### src/common/dsm_pkg.sv
`default_nettype none

package dsm_pkg;

  // ####################
  // widths
  // ####################

  localparam int addr_w          = 48;
  localparam int qtd_w           = 32;
  localparam int tag_w           = 16;
  localparam int conf_id_w       = 32;
  localparam int line_w          = 512;
  localparam int queues_per_line = line_w / qtd_w;  // 16 counters per line

  // conf_valid code for a dsm word
  localparam int conf_type_dsm = 3;

  // ####################
  // bus payloads
  // ####################

  // 112 bits, base address in the top bits
  typedef struct packed {
    logic [addr_w-1:0]    base_addr;
    logic [qtd_w-1:0]     qtd_lines;
    logic [conf_id_w-1:0] conf_id;
  } conf_t;

  // one line write, 576 bits
  typedef struct packed {
    logic [line_w-1:0] data;
    logic [addr_w-1:0] addr;
    logic [tag_w-1:0]  tag;
  } wr_req_t;

  typedef struct packed {
    logic             valid;
    logic [tag_w-1:0] tag;
  } wr_ack_t;

  // msb set marks a status write, low bits carry the accelerator id
  function automatic logic [tag_w-1:0] dsm_tag(input int unsigned acc_id);
    logic [tag_w-1:0] tag;
    tag = {1'b1, acc_id[tag_w-2:0]};
    return tag;
  endfunction

endpackage

`default_nettype wire

### src/hdl/conf_receiver.sv
`timescale 1ns/10ps
`default_nettype none

module conf_receiver #(
  parameter int CONF_ID = 1
) (
  input  wire                   clk,
  input  wire                   dsm_rst_internal,
  input  wire [1:0]             conf_valid,
  input  wire dsm_pkg::conf_t   conf,
  output logic                  conf_out_valid,
  output dsm_pkg::conf_t        conf_out
);

  logic type_match;
  logic id_match;
  logic accept;

  // ####################
  // filter
  // ####################

  assign type_match = (conf_valid == 2'(dsm_pkg::conf_type_dsm));
  assign id_match   = (conf.conf_id == dsm_pkg::conf_id_w'(CONF_ID));

  // words for other blocks or other accelerators fall through
  assign accept = type_match && id_match;

  // ####################
  // output register
  // ####################

  // single cycle strobe
  always_ff @(posedge clk) begin
    if (dsm_rst_internal) begin
      conf_out_valid <= 1'b0;
    end else begin
      conf_out_valid <= accept;
    end
  end

  // payload only moves on a hit
  always_ff @(posedge clk) begin
    if (accept) begin
      conf_out <= conf;
    end
  end

endmodule

`default_nettype wire

### src/hdl/queue_count_bank.sv
`timescale 1ns/10ps
`default_nettype none

module queue_count_bank #(
  parameter int NUM_INPUT_QUEUES  = 1,
  parameter int NUM_OUTPUT_QUEUES = 1
) (
  input  wire                           clk,
  input  wire                           dsm_rst_internal,
  input  wire [NUM_INPUT_QUEUES-1:0]    rd_en,
  input  wire [NUM_OUTPUT_QUEUES-1:0]   wr_en,
  output logic [(NUM_INPUT_QUEUES + dsm_pkg::queues_per_line - 1) / dsm_pkg::queues_per_line
                + (NUM_OUTPUT_QUEUES + dsm_pkg::queues_per_line - 1)
                / dsm_pkg::queues_per_line - 1:0][dsm_pkg::line_w-1:0] lines
);

  localparam int qpl = dsm_pkg::queues_per_line;
  localparam int qw  = dsm_pkg::qtd_w;

  localparam int rd_lines    = (NUM_INPUT_QUEUES + qpl - 1) / qpl;
  localparam int wr_lines    = (NUM_OUTPUT_QUEUES + qpl - 1) / qpl;
  localparam int total_lines = rd_lines + wr_lines;

  logic [NUM_INPUT_QUEUES-1:0][qw-1:0]  rd_count;
  logic [NUM_OUTPUT_QUEUES-1:0][qw-1:0] wr_count;
  logic [total_lines-1:0][dsm_pkg::line_w-1:0] packed_lines;

  // ####################
  // counters
  // ####################

  always_ff @(posedge clk) begin
    if (dsm_rst_internal) begin
      rd_count <= '0;
      wr_count <= '0;
    end else begin
      for (int i = 0; i < NUM_INPUT_QUEUES; i++) begin
        if (rd_en[i]) begin
          rd_count[i] <= rd_count[i] + 1'b1;
        end
      end
      for (int i = 0; i < NUM_OUTPUT_QUEUES; i++) begin
        if (wr_en[i]) begin
          wr_count[i] <= wr_count[i] + 1'b1;
        end
      end
    end
  end

  // ####################
  // line packing
  // ####################

  // lane 0 in the low bits, unused lanes stay zero
  always_comb begin
    packed_lines = '0;
    for (int i = 0; i < NUM_INPUT_QUEUES; i++) begin
      packed_lines[i / qpl][(i % qpl) * qw +: qw] = rd_count[i];
    end
    // output queues follow the read lines
    for (int i = 0; i < NUM_OUTPUT_QUEUES; i++) begin
      packed_lines[rd_lines + i / qpl][(i % qpl) * qw +: qw] = wr_count[i];
    end
  end

  always_ff @(posedge clk) begin
    lines <= packed_lines;
  end

endmodule

`default_nettype wire

### src/dsm_controller/dsm_controller.sv
`timescale 1ns/10ps
`default_nettype none

module dsm_controller #(
  parameter int ACC_ID            = 1,
  parameter int NUM_INPUT_QUEUES  = 1,
  parameter int NUM_OUTPUT_QUEUES = 1
) (
  input  wire                          clk,
  input  wire                          dsm_rst_internal,
  input  wire                          start,
  input  wire                          conf_out_valid,
  input  wire dsm_pkg::conf_t          conf_out,
  input  wire [(NUM_INPUT_QUEUES + dsm_pkg::queues_per_line - 1) / dsm_pkg::queues_per_line
               + (NUM_OUTPUT_QUEUES + dsm_pkg::queues_per_line - 1)
               / dsm_pkg::queues_per_line - 1:0][dsm_pkg::line_w-1:0] lines,
  input  wire                          done_acc,
  input  wire [NUM_INPUT_QUEUES-1:0]   done_rd,
  input  wire [NUM_OUTPUT_QUEUES-1:0]  done_wr,
  input  wire                          available_write,
  input  wire dsm_pkg::wr_ack_t        write_ack,
  output logic                         request_write,
  output dsm_pkg::wr_req_t             write_data
);

  localparam int qpl = dsm_pkg::queues_per_line;

  localparam int rd_lines    = (NUM_INPUT_QUEUES + qpl - 1) / qpl;
  localparam int wr_lines    = (NUM_OUTPUT_QUEUES + qpl - 1) / qpl;
  localparam int total_lines = rd_lines + wr_lines;
  localparam int total_align = ((total_lines + 3) / 4) * 4;
  localparam int idx_w       = $clog2(total_align) + 1;

  localparam logic [1:0] s_idle  = 2'd0;
  localparam logic [1:0] s_lines = 2'd1;
  localparam logic [1:0] s_pad   = 2'd2;
  localparam logic [1:0] s_wait  = 2'd3;

  localparam logic [dsm_pkg::tag_w-1:0] my_tag = dsm_pkg::dsm_tag(ACC_ID);

  logic [1:0]                    state;
  logic [idx_w-1:0]              idx;
  logic [idx_w-1:0]              ack_count;
  logic [dsm_pkg::addr_w-1:0]    base_addr;
  logic [dsm_pkg::addr_w-1:0]    addr_next;
  logic                          conf_ready;
  logic                          send_done;
  logic [dsm_pkg::line_w-1:0]    done_now;
  logic [dsm_pkg::line_w-1:0]    done_word;
  logic [dsm_pkg::line_w-1:0]    done_last;
  logic                          update;
  logic                          ack_hit;
  logic                          round_acked;

  // ####################
  // configuration
  // ####################

  always_ff @(posedge clk) begin
    if (dsm_rst_internal) begin
      base_addr  <= '0;
      conf_ready <= 1'b0;
    end else if (conf_out_valid) begin
      base_addr  <= conf_out.base_addr;
      conf_ready <= 1'b1;  // sticky until reset
    end
  end

  // ####################
  // done detection
  // ####################

  // bit 0 acc, then read queues, then write queues
  assign done_now = dsm_pkg::line_w'({done_wr, done_rd, done_acc});

  always_ff @(posedge clk) begin
    if (dsm_rst_internal) begin
      done_word <= '0;
      update    <= 1'b0;
    end else begin
      done_word <= done_now;
      update    <= |(done_word & ~done_last);  // only newly raised bits
    end
  end

  // ####################
  // ack counting
  // ####################

  assign ack_hit     = write_ack.valid && (write_ack.tag == my_tag);
  assign round_acked = (state == s_wait) && (ack_count == idx_w'(total_align));

  // one ack covers four lines
  always_ff @(posedge clk) begin
    if (dsm_rst_internal) begin
      ack_count <= '0;
    end else if (start && round_acked) begin
      ack_count <= '0;
    end else if (ack_hit) begin
      ack_count <= ack_count + idx_w'(4);
    end
  end

  // ####################
  // write fsm
  // ####################

  always_ff @(posedge clk) begin
    if (dsm_rst_internal) begin
      state         <= s_idle;
      request_write <= 1'b0;
      idx           <= '0;
      addr_next     <= '0;
      send_done     <= 1'b0;
      done_last     <= '0;
    end else begin
      request_write <= 1'b0;
      if (start) begin
        case (state)
          s_idle: begin
            if (update && conf_ready) begin
              done_last <= done_word;  // snapshot for the padding lines
              idx       <= '0;
              addr_next <= base_addr;
              send_done <= 1'b0;
              state     <= s_lines;
            end
          end
          s_lines: begin
            if (available_write) begin
              request_write <= 1'b1;
              idx           <= idx + 1'b1;
              addr_next     <= addr_next + 1'b1;
              // leave only once the last counter line went out
              if (idx == idx_w'(total_lines - 1)) begin
                state <= (total_lines == total_align) ? s_wait : s_pad;
              end
            end
          end
          s_pad: begin
            if (available_write) begin
              request_write <= 1'b1;
              idx           <= idx + 1'b1;
              addr_next     <= addr_next + 1'b1;
              if (idx == idx_w'(total_align - 1)) begin
                state <= s_wait;
              end
            end
          end
          s_wait: begin
            if (round_acked) begin
              if (send_done) begin
                send_done <= 1'b0;
                state     <= s_idle;
              end else begin
                // second round, padding now carries the done word
                idx       <= '0;
                addr_next <= base_addr;
                send_done <= 1'b1;
                state     <= s_lines;
              end
            end
          end
          default: state <= s_idle;
        endcase
      end
    end
  end

  // line payload, loaded with each issued request
  always_ff @(posedge clk) begin
    if (start && available_write && (state == s_lines || state == s_pad)) begin
      write_data.addr <= addr_next;
      write_data.tag  <= my_tag;
      if (state == s_lines) begin
        write_data.data <= lines[idx];
      end else if (send_done) begin
        write_data.data <= done_last;
      end else begin
        write_data.data <= '0;
      end
    end
  end

endmodule

`default_nettype wire

### src/hdl/dsm_top.sv
`timescale 1ns/10ps
`default_nettype none

module dsm_top #(
  parameter int ACC_ID            = 1,
  parameter int NUM_INPUT_QUEUES  = 1,
  parameter int NUM_OUTPUT_QUEUES = 1
) (
  input  wire                          clk,
  input  wire                          dsm_rst_internal,
  input  wire                          start,
  input  wire [1:0]                    conf_valid,
  input  wire dsm_pkg::conf_t          conf,
  input  wire                          done_acc,
  input  wire [NUM_INPUT_QUEUES-1:0]   done_rd,
  input  wire [NUM_OUTPUT_QUEUES-1:0]  done_wr,
  input  wire [NUM_INPUT_QUEUES-1:0]   acc_req_rd_data_en,
  input  wire [NUM_OUTPUT_QUEUES-1:0]  acc_req_wr_data_en,
  input  wire                          available_write,
  input  wire dsm_pkg::wr_ack_t        write_ack,
  output logic                         request_write,
  output dsm_pkg::wr_req_t             write_data
);

  localparam int qpl         = dsm_pkg::queues_per_line;
  localparam int total_lines = (NUM_INPUT_QUEUES + qpl - 1) / qpl
                               + (NUM_OUTPUT_QUEUES + qpl - 1) / qpl;

  logic                                         conf_out_valid;
  dsm_pkg::conf_t                               conf_out;
  logic [total_lines-1:0][dsm_pkg::line_w-1:0]  lines;

  conf_receiver #(
    .CONF_ID (ACC_ID)
  ) u_conf_receiver (
    .clk              (clk),
    .dsm_rst_internal (dsm_rst_internal),
    .conf_valid       (conf_valid),
    .conf             (conf),
    .conf_out_valid   (conf_out_valid),
    .conf_out         (conf_out)
  );

  queue_count_bank #(
    .NUM_INPUT_QUEUES  (NUM_INPUT_QUEUES),
    .NUM_OUTPUT_QUEUES (NUM_OUTPUT_QUEUES)
  ) u_queue_count_bank (
    .clk              (clk),
    .dsm_rst_internal (dsm_rst_internal),
    .rd_en            (acc_req_rd_data_en),
    .wr_en            (acc_req_wr_data_en),
    .lines            (lines)
  );

  dsm_controller #(
    .ACC_ID            (ACC_ID),
    .NUM_INPUT_QUEUES  (NUM_INPUT_QUEUES),
    .NUM_OUTPUT_QUEUES (NUM_OUTPUT_QUEUES)
  ) u_dsm_controller (
    .clk              (clk),
    .dsm_rst_internal (dsm_rst_internal),
    .start            (start),
    .conf_out_valid   (conf_out_valid),
    .conf_out         (conf_out),
    .lines            (lines),
    .done_acc         (done_acc),
    .done_rd          (done_rd),
    .done_wr          (done_wr),
    .available_write  (available_write),
    .write_ack        (write_ack),
    .request_write    (request_write),
    .write_data       (write_data)
  );

endmodule

`default_nettype wire

### config.mk
export PLATFORM = sky130hd
export DESIGN_NAME = dsm_top
export DESIGN_NICKNAME = d
export VERILOG_FILES = /design/src/common/dsm_pkg.sv /design/src/hdl/conf_receiver.sv /design/src/hdl/queue_count_bank.sv /design/src/dsm_controller/dsm_controller.sv /design/src/hdl/dsm_top.sv
export SDC_FILE = /design/constraint.sdc
export NUM_CORES = 1
export LEC_CHECK = 0
export ABC_CLOCK_PERIOD_IN_PS = 8810
export BUFFER_PORTS_ARGS = -buffer_cell sky130_fd_sc_hd__buf_2
export CAP_MARGIN = 10
export CORE_AREA = 4 4 274 276
export CTS_CLUSTER_SIZE = 40
export DETAILED_ROUTE_END_ITERATION = 10
export DIE_AREA = 0 0 278 280
export PLACE_DENSITY_LB_ADDON = 0.2
export SLEW_MARGIN = 20
export SYNTH_ARGS = -nofsm -noshare
export SYNTH_HDL_FRONTEND = slang
export SYNTH_SLANG_ARGS = --single-unit
### constraint.sdc
create_clock -name clk -period 8.81 [get_ports clk]
set_input_delay 0.4405 -clock clk [delete_from_list [all_inputs] [get_ports clk]]
set_output_delay 0.4405 -clock clk [all_outputs]
set_load 0.05 [all_outputs]
## Yosys cells after proc, flatten, opt, wreduce, memory -nomap -nowiden

Cells that the tools add are included.

| operators by class | value |
|---|---|
| $add $sub $neg | 5 |
| $lt $le $gt $ge | 1 |
| eq/ne operators | 17 |
| multiplexer cells | 27 |
| bitwise gates (word level) | 4 |
| reductions and logical operators | 18 |

Operator list:

| cell | count |
|---|---|
| 2-to-1 mux 512 bit | 3 |
| bitwise AND 512 bit | 1 |
| NOT 512 bit | 1 |
| OR reduction 512 bit | 1 |
| 2-to-1 mux 48 bit | 4 |
| one-hot mux 48 bit (3 select lines) | 1 |
| adder 32 x 1 -> 32 bit (second input constant) | 2 |
| adder 48 x 1 -> 48 bit (second input constant) | 1 |
| == test 32 x 1 -> 1 bit (second input constant) | 1 |
| 2-to-1 mux 32 bit | 1 |
| == test 16 bit (second input constant) | 1 |
| 2-to-1 mux 2 bit | 6 |
| 2-to-1 mux 3 bit | 4 |
| != test 2 x 1 -> 1 bit (second input constant) | 5 |
| one-hot mux 3 bit (3 select lines) | 1 |
| one-hot mux 2 bit (4 select lines) | 1 |
| logical AND 1 bit | 7 |
| AND reduction 7 bit | 1 |
| == test 2 bit (second input constant) | 3 |
| != test 2 bit (second input constant) | 3 |
| 2-to-1 mux 1 bit | 5 |
| AND reduction 5 bit | 1 |
| AND reduction 4 bit | 1 |
| OR reduction 2 bit | 2 |
| other kinds (14) | 15 |

| storage, ports and cells | value |
|---|---|
| bits in registers | 1869 |
| output and inout port bits | 577 |
| word-level logic and storage cells | 92 |

## Logic depth before layout (Yosys ltp)

Gate-level depths: netlist (run 1).

| depth | value |
|---|---|
| word-level depth | 4 |
| gate-level depth with buffers | 10 |

## Hierarchy

From an unflattened synthesis (run 1), not the netlist that was laid out.

| unflattened totals | value |
|---|---|
| cells, all modules | 3921 |
| area total of the unflattened synthesis | 46629.7 um^2 |

Modules (own cells, without submodules):

| module | times used | cells each | area an instance (um^2) | seq. area each (um^2) |
|---|---|---|---|---|
| dsm_controller | 1 | 2424 | 31664.1 | 19058.3 |
| queue_count_bank | 1 | 1370 | 11474.8 | 2562.5 |
| conf_receiver | 1 | 127 | 3490.8 | 3383.2 |

## Worst setup path after synthesis (run 1)

No wires, ideal clock.

| timing path | value |
|---|---|
| path kind | input -> register |
| from | in conf[14] (netlist bit) |
| to | reg, netlist name u_conf_receiver.conf_out[100] |
| setup time | 0.513 ns |
| arrival | 4.157 ns |
| required time | 8.297 ns |
| path slack | 4.140 ns |
| cell stages on the path | 3 |
| path buffers | 0 |
| cell sequence | nor4_1 > nand3_1 > nor3_1 |

| on the way | value |
|---|---|
| cells in the longest elaborated chain, start to end | 2 |

RTL lines:

| element | line | text |
|---|---|---|
| from (decl) | dsm_top.sv:13 | `input wire dsm_pkg::conf_t conf,` |
| == test 32 x 1 -> 1 bit | conf_receiver.sv:24 | `assign id_match = (conf.conf_id == dsm_pkg::conf_id_w'(CONF_ID));` |
| logical AND 1 bit | conf_receiver.sv:27 | `assign accept = type_match && id_match;` |
| net u_conf_receiver.accept | conf_receiver.sv:17 | `logic accept;` |

The timed path passes the listed nets, and every way through them passes these cells.
A chain may end at the register's enable or synchronous reset.

## Worst setup path after layout (run 1)

| timing path | value |
|---|---|
| from | reg u_dsm_controller.state[1] |
| to | reg u_dsm_controller.addr_next[43] (netlist bit) |

| on the way | value |
|---|---|
| cells in the longest elaborated chain, start to end | 4 |
| elaborated cells on any way between the ends | 12 |
| classes of those cells | eq/ne: 7; mux: 1; reduce/logical: 4 |

RTL lines:

| element | line | text |
|---|---|---|
| from (decl) | dsm_controller.sv:41 | `logic [1:0] state;` |
| from (signal assigned) | dsm_controller.sv:110 | `state <= s_idle;` |
| from (signal assigned) | dsm_controller.sv:126 | `state <= s_lines;` |
| from (signal assigned) | dsm_controller.sv:136 | `state <= (total_lines == total_align) ? s_wait : s_pad;` |
| == test 2 bit, or another cell as far along | dsm_controller.sv:119 | `case (state)` |
| OR reduction 2 bit (no source line) or logical AND 1 bit (tied branches) | - |  |
| != test 2 x 1 -> 1 bit (no source line) | - |  |
| AND reduction 5 bit (no source line) | - |  |
| to (signal assigned) | dsm_controller.sv:124 | `addr_next <= base_addr;` |
| to (signal assigned) | dsm_controller.sv:133 | `addr_next <= addr_next + 1'b1;` |
| to (signal assigned) | dsm_controller.sv:144 | `addr_next <= addr_next + 1'b1;` |
| to (decl) | dsm_controller.sv:45 | `logic [dsm_pkg::addr_w-1:0] addr_next;` |

Parallel ways exist; a longest one is shown, timed or not.

==> results of run 1 <==
-- layout make-up --
class                   count  share of cell area, %
diodes                      4                0.05143
clock buffers              60                  6.216
well taps                 959                  6.165
clock inverters            16                 0.7521
multi-input cells        1308                  36.44
repair buffers            204                  5.464
flip-flops and latches    369                  44.56
inverters                  18                 0.3471
-- cell families after synthesis --
kind of cell | after synthesis | share of synthesized area, %
compound gates | 161 | 6.142
xor+xnor | 55 | 2.684
fa+ha+maj | 10 | 0.6971
buf+inv | 584 | 22.61
flops | 369 | 48.30
mux | 102 | 5.716
other cells | 2 | 0.04184
simple gates | 484 | 13.82
-- worst register-to-register path, delay by kind of cell (launching register included) --
family / cells / cell delay, ns
buf+inv: 5 / 1.38
compound gates: 2 / 0.37
flops: 1 / 0.41
simple gates: 2 / 0.92
fa+ha+maj: 1 / 0.27
-- metrics by stage --
step	total power [W]	hold WS, ns	instance area (um2)	setup WS [ns]
floorplan	0.002447	0.3489	19800	4.140
global placement	0.002308	0.3528	18090	5.279
detailed placement	0.002309	0.3565	18090	5.271
CTS	0.004062	0.007806	19450	5.241
global route	0.004153	0.01647	19450	5.040
finish	0.003994	0.05153	19460	5.307
-- layer usage --
| layer | GRT usage, % | part of all wire [%] | wire length (um) | up-vias |
|---|---|---|---|---|
| li1 | - | - | - | 5528 |
| met3 | 3.012 | 7.3 | 3405 | 80 |
| met1 | 13.88 | 42 | 19480 | 5524 |
| met4 | 2.820 | 1.9 | 881 | 22 |
| met5 | 0 | 0.32 | 150 | - |
| met2 | 18.95 | 49 | 22900 | 442 |
-- flip-flops by register name, indices dropped and copies added, names as in the netlist --
signal / flops
u_dsm_controller.write_data: 80
u_queue_count_bank.lines: 64
u_conf_receiver.conf_out: 48
u_dsm_controller.addr_next: 48
u_dsm_controller.base_addr: 48
u_queue_count_bank.rd_count: 32
u_queue_count_bank.wr_count: 32
u_dsm_controller.done_last: 3
u_dsm_controller.done_word: 3
u_dsm_controller.idx: 3
u_dsm_controller.state: 2
u_conf_receiver.conf_out_valid: 1
u_dsm_controller.ack_count: 1
u_dsm_controller.conf_ready: 1
u_dsm_controller.request_write: 1
u_dsm_controller.send_done: 1
u_dsm_controller.update: 1
-- layout by cell type, fill, tap and decap left out, types with 32 or more instances in the layout --
cell	instances
nand3_1	56
dfxtp_1	239
nor4_1	36
clkbuf_16	43
edfxtp_1	128
nor2_1	134
nor3_1	36
conb_1	496
nand2_1	69
buf_2	187
mux2i_1	98
nand4_1	32
nor2b_1	35
-- worst paths after layout --
path | start | endpoint | slack [ns] | depth (start not counted)
max | u_dsm_controller.state[1] | u_dsm_controller.addr_next[43] | 5.31 | 10
max reg2reg | u_dsm_controller.state[1] | u_dsm_controller.addr_next[43] | 5.31 | 10
min reg2reg | u_queue_count_bank.rd_count[31] | u_queue_count_bank.lines[31] | 0.36 | 0
min | conf[92] | u_conf_receiver.conf_out[92] | 0.05 | 1
-- where the power goes --
part           total [W]  leakage [nW]  switching, W  internal (W)
Clock            0.00171         0.662      0.000698       0.00102
Sequential       0.00176          3.22    0.00000417       0.00176
Combinational   0.000518          3.57      0.000495     0.0000230
==> results.ini, run 1 <==
[worst_setup_path]
crit_arrival_ns = 3.89
crit_top_cell = buf_4
crit_type = register to register
crit_buf_inv = 5
critical_path.max_fanout = 48
cp_slowest_stage_delay_ns = 0.65
path_cells = inv_1 > ha_1 > buf_4 > inv_1 > o21a_1 > buf_4 > nand2_1 > buf_4 > or3_1 > o221ai_1
end_kind = register
crit_required_ns = 9.20
crit_slowest_cell = nand2_1
path_delay_family = buffers and inverters
start_kind = register

[final_layout]
multi_input_area_um2 = 7093
final_util_pct = 26.81
num-nets-final = 2093
drive_gt1_share_pct = 14.08
stdcell_count = 2938
regArea_um2 = 8673
n_fill_cell = 7769
area_growth_pct = 8.442

[timing]
setup-violations-final = 0
max_freq_mhz = 285.5
period_share_pct = 39.76
rsz0062_at_grt = no
setup_tns_ns = 0
fin_crit_ns = 3.503
final_max_slew_viol_count = 0
worst_pin_slew_ns = 1.045
clock_skew_ns = 0.01729
hold_viol_final = 0
max_slew_margin_pct = 30.32

[logic_synthesis]
synth.most_common_cell = buf_4
synthTopCellsByArea = dfxtp_1, edfxtp_1, buf_4, mux2i_1, nor2_1
yosysSeqAreaShare_pct = 48.30
netlist.area_leader.share_pct = 26.88
syn_area_um2 = 17950
ys_types = 58
syn_inst = 1767
ys_ff_latch = 369
synth.largest_area_cell = dfxtp_1
synth-main-ff-cell = dfxtp_1
synth.avg_cell_area_um2 = 10.16
ys_async_sr_fraction_pct = 0
synth-edff-count = 128
synth_common_cells = buf_4, dfxtp_1, nor2_1, edfxtp_1, mux2i_1
yosysWarningCount = 0

[drt]
routed_via_density = 3.947
vias = 11596
wl_per_cell_um = 15.93
drtIter0Drc = 642
drc = 0
drt_wl_total_um = 46810
drtAntennaViolNets = 0
dr.pass1.iters = 5

[clocking]
clock-root-buffer = clkbuf_16
ctsHoldBuffers = 0
cts_tree = built
clk_pin_slew_ns = 0.06
clock_latency_ns = 0.56
htreeDepth = 2
cts.sinks = 369
postCtsSetupRepairBufs = 0
max-clock-path-buffers = 3
cts_resized = 0
cts_buffers = 42

[worst_hold_path]
hold_class = input port to register

[global_route]
gr-total-overflow = 0
antenna_found_initial = 17
first_global_vias = 10957
track_usage_pct = 11.07
grt_pass1_wl_um = 67860
grt_max_degree = 91

[floorplanning]
core_area_um2 = 72590
die_area_um2 = 77840
die_w_um = 278
start_util_pct = 24.73
die_y_um = 280
rows = 99
num_io_pins = 717

[flow_run]
maxCapViolCount = 0

[placed_design]
place_congestion = 0.7673
placed_cells = 2858
dp_hpwl_um = 33050
io_buffer_count = 188

[pwr]
irDropWorstVdd_mv = 0.1033
p_leak_nw = 7.451
cellPowerDensity_nw_per_um2 = 205.2

[run_status]
run_status = finished clean

Power figures use the tool's default switching activity.
==> run 2, diff against run 1 <==
--- a/config.mk
+++ b/config.mk
@@ -5,13 +5,14 @@
 export SDC_FILE = /design/constraint.sdc
 export NUM_CORES = 1
 export LEC_CHECK = 0
-export ABC_CLOCK_PERIOD_IN_PS = 8810
+export ABC_AREA = 1
+export ABC_CLOCK_PERIOD_IN_PS = 3550
 export BUFFER_PORTS_ARGS = -buffer_cell sky130_fd_sc_hd__buf_2
 export CAP_MARGIN = 10
-export CORE_AREA = 4 4 274 276
+export CORE_AREA = 4 4 279 281
 export CTS_CLUSTER_SIZE = 40
 export DETAILED_ROUTE_END_ITERATION = 10
-export DIE_AREA = 0 0 278 280
+export DIE_AREA = 0 0 283 285
 export PLACE_DENSITY_LB_ADDON = 0.2
 export SLEW_MARGIN = 20
 export SYNTH_ARGS = -nofsm -noshare
==> constraint.sdc (replaced) <==
create_clock -name clk -period 3.55 [get_ports clk]
set_input_delay 0.1775 -clock clk [delete_from_list [all_inputs] [get_ports clk]]
set_output_delay 0.1775 -clock clk [all_outputs]
set_load 0.05 [all_outputs]
==> run 2 against run 1 <==
Net effect: flip-flop and latch count did not move; clock power rose to 2.6 times the previous value; first-iteration DRC count grew 28%; worst hold slack got worse by 0.0066 ns; combinational power grew to 3.5 times the previous value; global-route usage grew 1.2 points; design area is 7.5% higher; synthesized area up 4.3%; non-clock buffer count up 59.
==> results.ini, run 2 <==
[run_status]
run_status = finished clean

[logic_synthesis]
yosysSeqAreaShare_pct = 46.33  ; -2.0 points
ys_async_sr_fraction_pct = 0  ; unchanged
ys_ff_latch = 369  ; unchanged
yosysWarningCount = 0  ; unchanged
ys_types = 42  ; -28%
netlist.area_leader.share_pct = 25.78  ; -1.1 points
synth.largest_area_cell = dfxtp_1
synth-main-ff-cell = dfxtp_1
syn_inst = 2263  ; +28%
syn_area_um2 = 18710  ; +4.3%
synth.avg_cell_area_um2 = 8.269  ; -19%
synth_common_cells = buf_4, nor2_1, nand2_1, dfxtp_1, o21ai_0
synth-edff-count = 128  ; unchanged
synthTopCellsByArea = dfxtp_1, edfxtp_1, buf_4, nor2_1, nand2_1
synth.most_common_cell = buf_4

[timing]
final_max_slew_viol_count = 0  ; unchanged
fin_crit_ns = 2.397  ; -1.106 ns
setup-violations-final = 0  ; unchanged
setup_tns_ns = 0  ; unchanged
worst_pin_slew_ns = 0.8637  ; -0.1815 ns
period_share_pct = 67.51  ; +28 points
max_slew_margin_pct = 42.42  ; +12 points
layout_setup_ws_ns = 1.153  ; -4.154 ns
max_freq_mhz = 417.2  ; +46%
clock_skew_ns = 0.01912  ; +0.001832 ns
hold_viol_final = 0  ; unchanged
rsz0062_at_grt = no

[pwr]
irDropWorstVdd_mv = 0.2694  ; +160%
cellPowerDensity_nw_per_um2 = 512.2  ; +150%
p_leak_nw = 8.383  ; +12%
pwr-share-seq_pct = 41.8  ; -2.3 points
pwr-share-comb_pct = 16.9  ; +3.9 points
clockPowerShare_pct = 41.4  ; -1.5 points
netSwitchingFraction_pct = 32.32  ; +2.3 points
p_int_w = 0.007251  ; +160%
p_sw_w = 0.003462  ; +190%

[worst_setup_path]
crit_arrival_ns = 2.81  ; -1.08 ns
crit_start = u_dsm_controller.state[0]
worstRegToRegCells = 10  ; unchanged
reg2reg_to = u_dsm_controller.addr_next[14]
crit_required_ns = 3.96  ; -5.24 ns
r2r-start = u_dsm_controller.state[0]
r2r_setup_slack_ns = 1.15  ; -4.15 ns
critical_path.max_fanout = 35  ; -27%
end_kind = register
crit_path_end = u_dsm_controller.addr_next[14]
start_kind = register
crit_type = register to register

[clocking]
cts_tree = built
cts.sinks = 369  ; unchanged
cts_buffers = 43  ; +2.4%
clock-root-buffer = clkbuf_16
htreeDepth = 2  ; unchanged
max-clock-path-buffers = 3  ; unchanged
postCtsSetupRepairBufs = 0  ; unchanged
clock_latency_ns = 0.56  ; about the same
clk_pin_slew_ns = 0.06  ; about the same

[drt]
wl_per_cell_um = 14.93  ; -6.3%
routed_via_density = 3.955  ; +0.19%
vias = 13924  ; +20%
drtIter0Drc = 819  ; +28%
dr.pass1.iters = 7  ; +2
drtAntennaViolNets = 0  ; unchanged
drc = 0  ; unchanged
drt_wl_total_um = 52560  ; +12%

[global_route]
use_met1_pct = 16.29  ; +2.4 points
first_global_vias = 13212  ; +21%
track_usage_pct = 12.30  ; +1.2 points
grt_pass1_wl_um = 79410  ; +17%
use_met2_pct = 21.04  ; +2.1 points
antenna_found_initial = 3  ; -14
grt_busiest_layer = met2
grtUsageMet3_pct = 1.982  ; -1.0 points
grt_max_degree = 77  ; -15%
gr-total-overflow = 0  ; unchanged

[final_layout]
reg_top3 = u_dsm_controller.write_data (80), u_queue_count_bank.lines (64)
area_growth_pct = 11.78
stdcell_count = 3521  ; +20%
top_register = u_dsm_controller.write_data
num-nets-final = 2658  ; +27%
largest_reg_flops = 80  ; unchanged
drive_gt1_share_pct = 12.27  ; -1.8 points
n_fill_cell = 8126  ; +4.6%
final_cell_mix = conb_1, nor2_1, nand2_1
layout_commonest_cell = conb_1

[floorplanning]
rows = 101  ; +2.0%
core_area_um2 = 75440  ; +3.9%
die_area_um2 = 80660  ; +3.6%
start_util_pct = 24.80  ; +0.075 points
die_y_um = 285  ; +1.8%
num_io_pins = 717  ; unchanged
die_w_um = 283  ; +1.8%

[placed_design]
post-place-ws_ns = 1.065  ; -4.206 ns
place_congestion = 0.8487  ; +11%
io_buffer_count = 188  ; unchanged
dp_hpwl_um = 38850  ; +18%
placed_cells = 3381  ; +18%

[worst_hold_path]
hold_class = input port to register

[flow_run]
maxCapViolCount = 0  ; unchanged

-- run 2: cell types whose count changed in the layout (fill, tap and decap cells not counted), sizes merged, moves of 26 or more --
cell         change
nand2          +257
o21ai          +132
xnor2           -27
nor2b           -35
dlygate4sd3     +60
a21oi           +77
nor2           +250
a22oi           -26
nor4            -26
inv            +118
mux2i           -98
-- run 2: power by group through the flow --
stage          registers [W]  logic, W  clock network (W)
5_1_grt              0.00448   0.00191            0.00476
3_5_place_dp         0.00457   0.00175                  0
4_1_cts              0.00447   0.00181            0.00461
3_3_place_gp         0.00456   0.00175                  0
2_1_floorplan        0.00464   0.00186                  0
6_report             0.00447   0.00181            0.00443
-- run 2: per-layer routing --
layer  wire length, um  vias up  part of all wire, %
met5                 9        -                0.017
met4               954        2                  1.8
met3              3473       53                  6.6
met2             24970      513                   48
met1             23150     6517                   44
li1                  -     6839                    -
-- run 2: through the flow --
stage               hold slack [ns]  area (um2)  utilization (%)  total power [W]
floorplan                    0.2675       20580                -         0.006499
global placement             0.3370       18910            25.06         0.006317
detailed placement           0.3425       18910            25.06         0.006319
CTS                        0.001882       20910            27.72          0.01089
global route                0.04201       20910            27.72          0.01115
finish                      0.04494       20920            27.72          0.01071
-- run 2: repair_timing --
| item | in CTS | in global routing |
|---|---|---|
| resized for setup | 0 | 0 |
| hold buffers | 60 | 0 |
| endpoints found under the hold margin | 60 | 0 |
-- run 2: logic make-up after synthesis --
kind of cell / after synthesis / synth area share (%)
compound gates: 279 / 7.716
xor+xnor: 19 / 0.8893
fa+ha+maj: 10 / 0.6687
buf+inv: 692 / 23.99
flops: 369 / 46.33
other cells: 2 / 0.04014
simple gates: 892 / 20.37
-- run 2: how the worst min path moves through the flow --
stage	from	endpoint	cells after the start
after floorplan	acc_req_rd_data_en	u_queue_count_bank.rd_count[0]	1
after global placement	u_queue_count_bank.rd_count[31]	u_queue_count_bank.lines[31]	0
after detailed placement	u_queue_count_bank.rd_count[31]	u_queue_count_bank.lines[31]	0
after CTS	dsm_rst_internal	u_dsm_controller.addr_next[5]	4
after global routing	conf[6]	u_conf_receiver.conf_out_valid	4
final	conf[6]	u_conf_receiver.conf_out_valid	4
-- run 2: final cells by class --
type                            instances  area (um2)  area share [%]
Antenna cell                            1       2.502         0.01196
Clock buffer                           64        1217           5.821
Clock inverter                         15       186.4          0.8914
Inverter                              135       506.7           2.423
Multi-Input combinational cell       1696        7431           35.53
Sequential cell                       369        8668           41.45
Tap cell                              978        1224           5.851
Timing Repair Buffer                  263        1679           8.028
-- run 2: worst max-delay path, stage by stage, from the launching register on --
cell and delay (ns):
dfxtp_1 0.40, inv_1 0.10, ha_2 0.42, inv_2 0.09, o21ai_2 0.22, nor2_8 0.06, inv_2 0.46, buf_12 0.28
nor2_1 0.05, o21ai_1 0.07, a21oi_1 0.08
==> run 3, diff against run 2 <==
--- a/config.mk
+++ b/config.mk
@@ -6,7 +6,7 @@
 export NUM_CORES = 1
 export LEC_CHECK = 0
 export ABC_AREA = 1
-export ABC_CLOCK_PERIOD_IN_PS = 3550
+export ABC_CLOCK_PERIOD_IN_PS = 2350
 export BUFFER_PORTS_ARGS = -buffer_cell sky130_fd_sc_hd__buf_2
 export CAP_MARGIN = 10
 export CORE_AREA = 4 4 279 281
==> constraint.sdc (replaced) <==
create_clock -name clk -period 2.35 [get_ports clk]
set_input_delay 0.1175 -clock clk [delete_from_list [all_inputs] [get_ports clk]]
set_output_delay 0.1175 -clock clk [all_outputs]
set_load 0.05 [all_outputs]
==> run 3 against run 2 <==
Net effect: register-to-register slack got worse by 0.83 ns; critical endpoint is now u_conf_receiver.conf_out_valid; largest cell class unchanged; clock power grew 46%; power rose by 49%; critical path depth fell by 3.
==> results.ini, run 3 (synthesis gave the netlist of run 2 again) <==
[run_status]
run_status = finished clean

[placed_design]
io_buffer_count = 188  ; unchanged
post-place-ws_ns = 0.3368  ; -0.7283 ns
place_congestion = 0.8616  ; +1.5%
dp_hpwl_um = 37810  ; -2.7%

[timing]
final_max_slew_viol_count = 0  ; unchanged
setup_tns_ns = 0  ; unchanged
clock_skew_ns = 0.02603  ; +0.006908 ns
worst_pin_slew_ns = 0.6227  ; -0.2410 ns
max_freq_mhz = 476.3
fin_hold_ws_ns = 0.03533  ; -0.009609 ns
layout_setup_ws_ns = 0.2504  ; -0.9029 ns
max_slew_margin_pct = 58.43  ; +16 points
hold_viol_final = 0  ; unchanged
rsz0062_at_grt = no
fin_crit_ns = 2.100
period_share_pct = 89.34
setup-violations-final = 0  ; unchanged

[drt]
drtIter0Drc = 876  ; +7.0%
dr.pass1.iters = 5  ; -2
routed_via_density = 3.947  ; -0.18%
drt_wl_total_um = 50910  ; -3.1%
vias = 13934  ; +0.072%
drc = 0  ; unchanged
wl_per_cell_um = 14.42  ; -3.4%
drtAntennaViolNets = 0  ; unchanged

[global_route]
gr-total-overflow = 0  ; unchanged
grt_pass1_wl_um = 77730  ; -2.1%
first_global_vias = 13350  ; +1.0%
track_usage_pct = 11.88  ; -0.43 points
antenna_found_initial = 1  ; -2
grt_max_degree = 80  ; +3.9%

[final_layout]
final_cell_mix = conb_1, nor2_1, nand2_1
area_growth_pct = 12.42
largest_reg_flops = 80  ; unchanged
layout_commonest_cell = conb_1
drive_gt1_share_pct = 12.85  ; +0.58 points
reg_top3 = u_dsm_controller.write_data (80), u_queue_count_bank.lines (64)
top_register = u_dsm_controller.write_data
n_antenna_cell = 0  ; -1
n_fill_cell = 8232  ; +1.3%
final_util_pct = 27.88  ; +0.16 points
num-nets-final = 2669  ; +0.41%

[pwr]
p_leak_nw = 8.444  ; +0.73%
cellPowerDensity_nw_per_um2 = 758.9  ; +48%
p_int_w = 0.01081  ; +49%
clockPowerShare_pct = 40.4  ; -1.0 points
netSwitchingFraction_pct = 32.31  ; about the same
irDropWorstVdd_mv = 0.4087  ; +52%
power_w = 0.01596  ; +49%
pwr-share-seq_pct = 42.3  ; +0.5 points
p_sw_w = 0.005158  ; +49%
pwr-share-comb_pct = 17.3  ; +0.4 points

[floorplanning]
die_y_um = 285  ; unchanged
num_io_pins = 717  ; unchanged
start_util_pct = 24.80  ; unchanged
rows = 101  ; unchanged
core_area_um2 = 75440  ; unchanged
die_w_um = 283  ; unchanged
die_area_um2 = 80660  ; unchanged

[clocking]
clock-root-buffer = clkbuf_16
clock_latency_ns = 0.55  ; about the same
cts.sinks = 369  ; unchanged
max-clock-path-buffers = 3  ; unchanged
htreeDepth = 2  ; unchanged
clk_pin_slew_ns = 0.06  ; about the same
cts_resized = 0  ; unchanged
cts_tree = built
cts_buffers = 41  ; -4.7%

[worst_hold_path]
hold_class = input port to register
hp-start = write_ack[14]
min_path_cells = 5  ; +1

[worst_setup_path]
r2r-start = u_dsm_controller.state[0]
r2r_setup_slack_ns = 0.32  ; -0.83 ns
path_cells = dlygate4sd3_1 > buf_2 > nor4_1 > dlygate4sd3_1 > nand4_1 > dlygate4sd3_1 > nor3_1
worstRegToRegCells = 9  ; -1
cp.depth = 7  ; -3
start_kind = input port
critical_path.max_fanout = 2  ; -94%
crit_type = input port to register
crit_slowest_cell = dlygate4sd3_1
crit_buf_inv = 4  ; unchanged
crit_required_ns = 2.82  ; -1.14 ns
cp_slowest_stage_delay_ns = 0.64  ; +0.18 ns
crit_start = conf[4]
crit_top_cell = dlygate4sd3_1
crit_arrival_ns = 2.57  ; -0.24 ns
end_kind = register
path_delay_family = buffers and inverters

[flow_run]
maxCapViolCount = 0  ; unchanged

[run 3: cell count changes in the layout (fill, tap and decap cells not counted), moves of 5 or more]
cell / change
dlygate4sd3_1: +5
clkinv_2: +5
clkbuf_8: +5
clkbuf_1: -12
clkinv_1: +5
[run 3: what timing repair did]
item                      4_1_cts  5_1_grt
hold endpoints to repair       67        0
hold buffers                   65        0
buffers inserted                0        0
[run 3: per-layer routing]
metal  up-vias  share of wire, %  global-route usage [%]  wire length, um
met4         2               2.4                   3.484             1198
met5         -             0.026                       0               13
li1       6870                 -                       -                -
met2       492                47                   20.05            23800
met1      6502                45                   15.92            23160
met3        68               5.4                   1.519             2737
[run 3: power groups by stage]
stage               sequential (W)  combinational (W)  clock (W)
finish                     0.00675            0.00276    0.00645
global route               0.00676            0.00290    0.00694
CTS                        0.00675            0.00275    0.00671
detailed placement         0.00689            0.00267          0
global placement           0.00689            0.00267          0
floorplan                  0.00701            0.00283          0
[run 3: area by class of cell]
cell class              instances  area [um2]  area share [%]
clock buffers                  55        1191           5.663
clock inverters                21       160.2          0.7614
inverters                     135       509.2           2.421
multi-input cells            1696        7441           35.37
flip-flops and latches        369        8671           41.22
well taps                     978        1224           5.817
repair buffers                276        1839           8.744
[run 3: final timing paths]
kind,to
worst max register to register,u_dsm_controller.addr_next[28]
worst max-delay path,u_conf_receiver.conf_out_valid
worst min-delay path,u_dsm_controller.ack_count[2]
worst min register to register,u_queue_count_bank.lines[30]
[run 3: worst min-delay path: stages]
cell	delay [ns]
buf_2	0.08
nor2_1	0.03
nand4_1	0.13
o21ai_0	0.09
a21oi_1	0.10
[run 3: stage by stage]
step,area [um2],instances
after floorplan,20620,2757
after global placement,19030,3389
after detailed placement,19030,3389
after CTS,21040,3530
after global routing,21040,3530
final,21040,3530
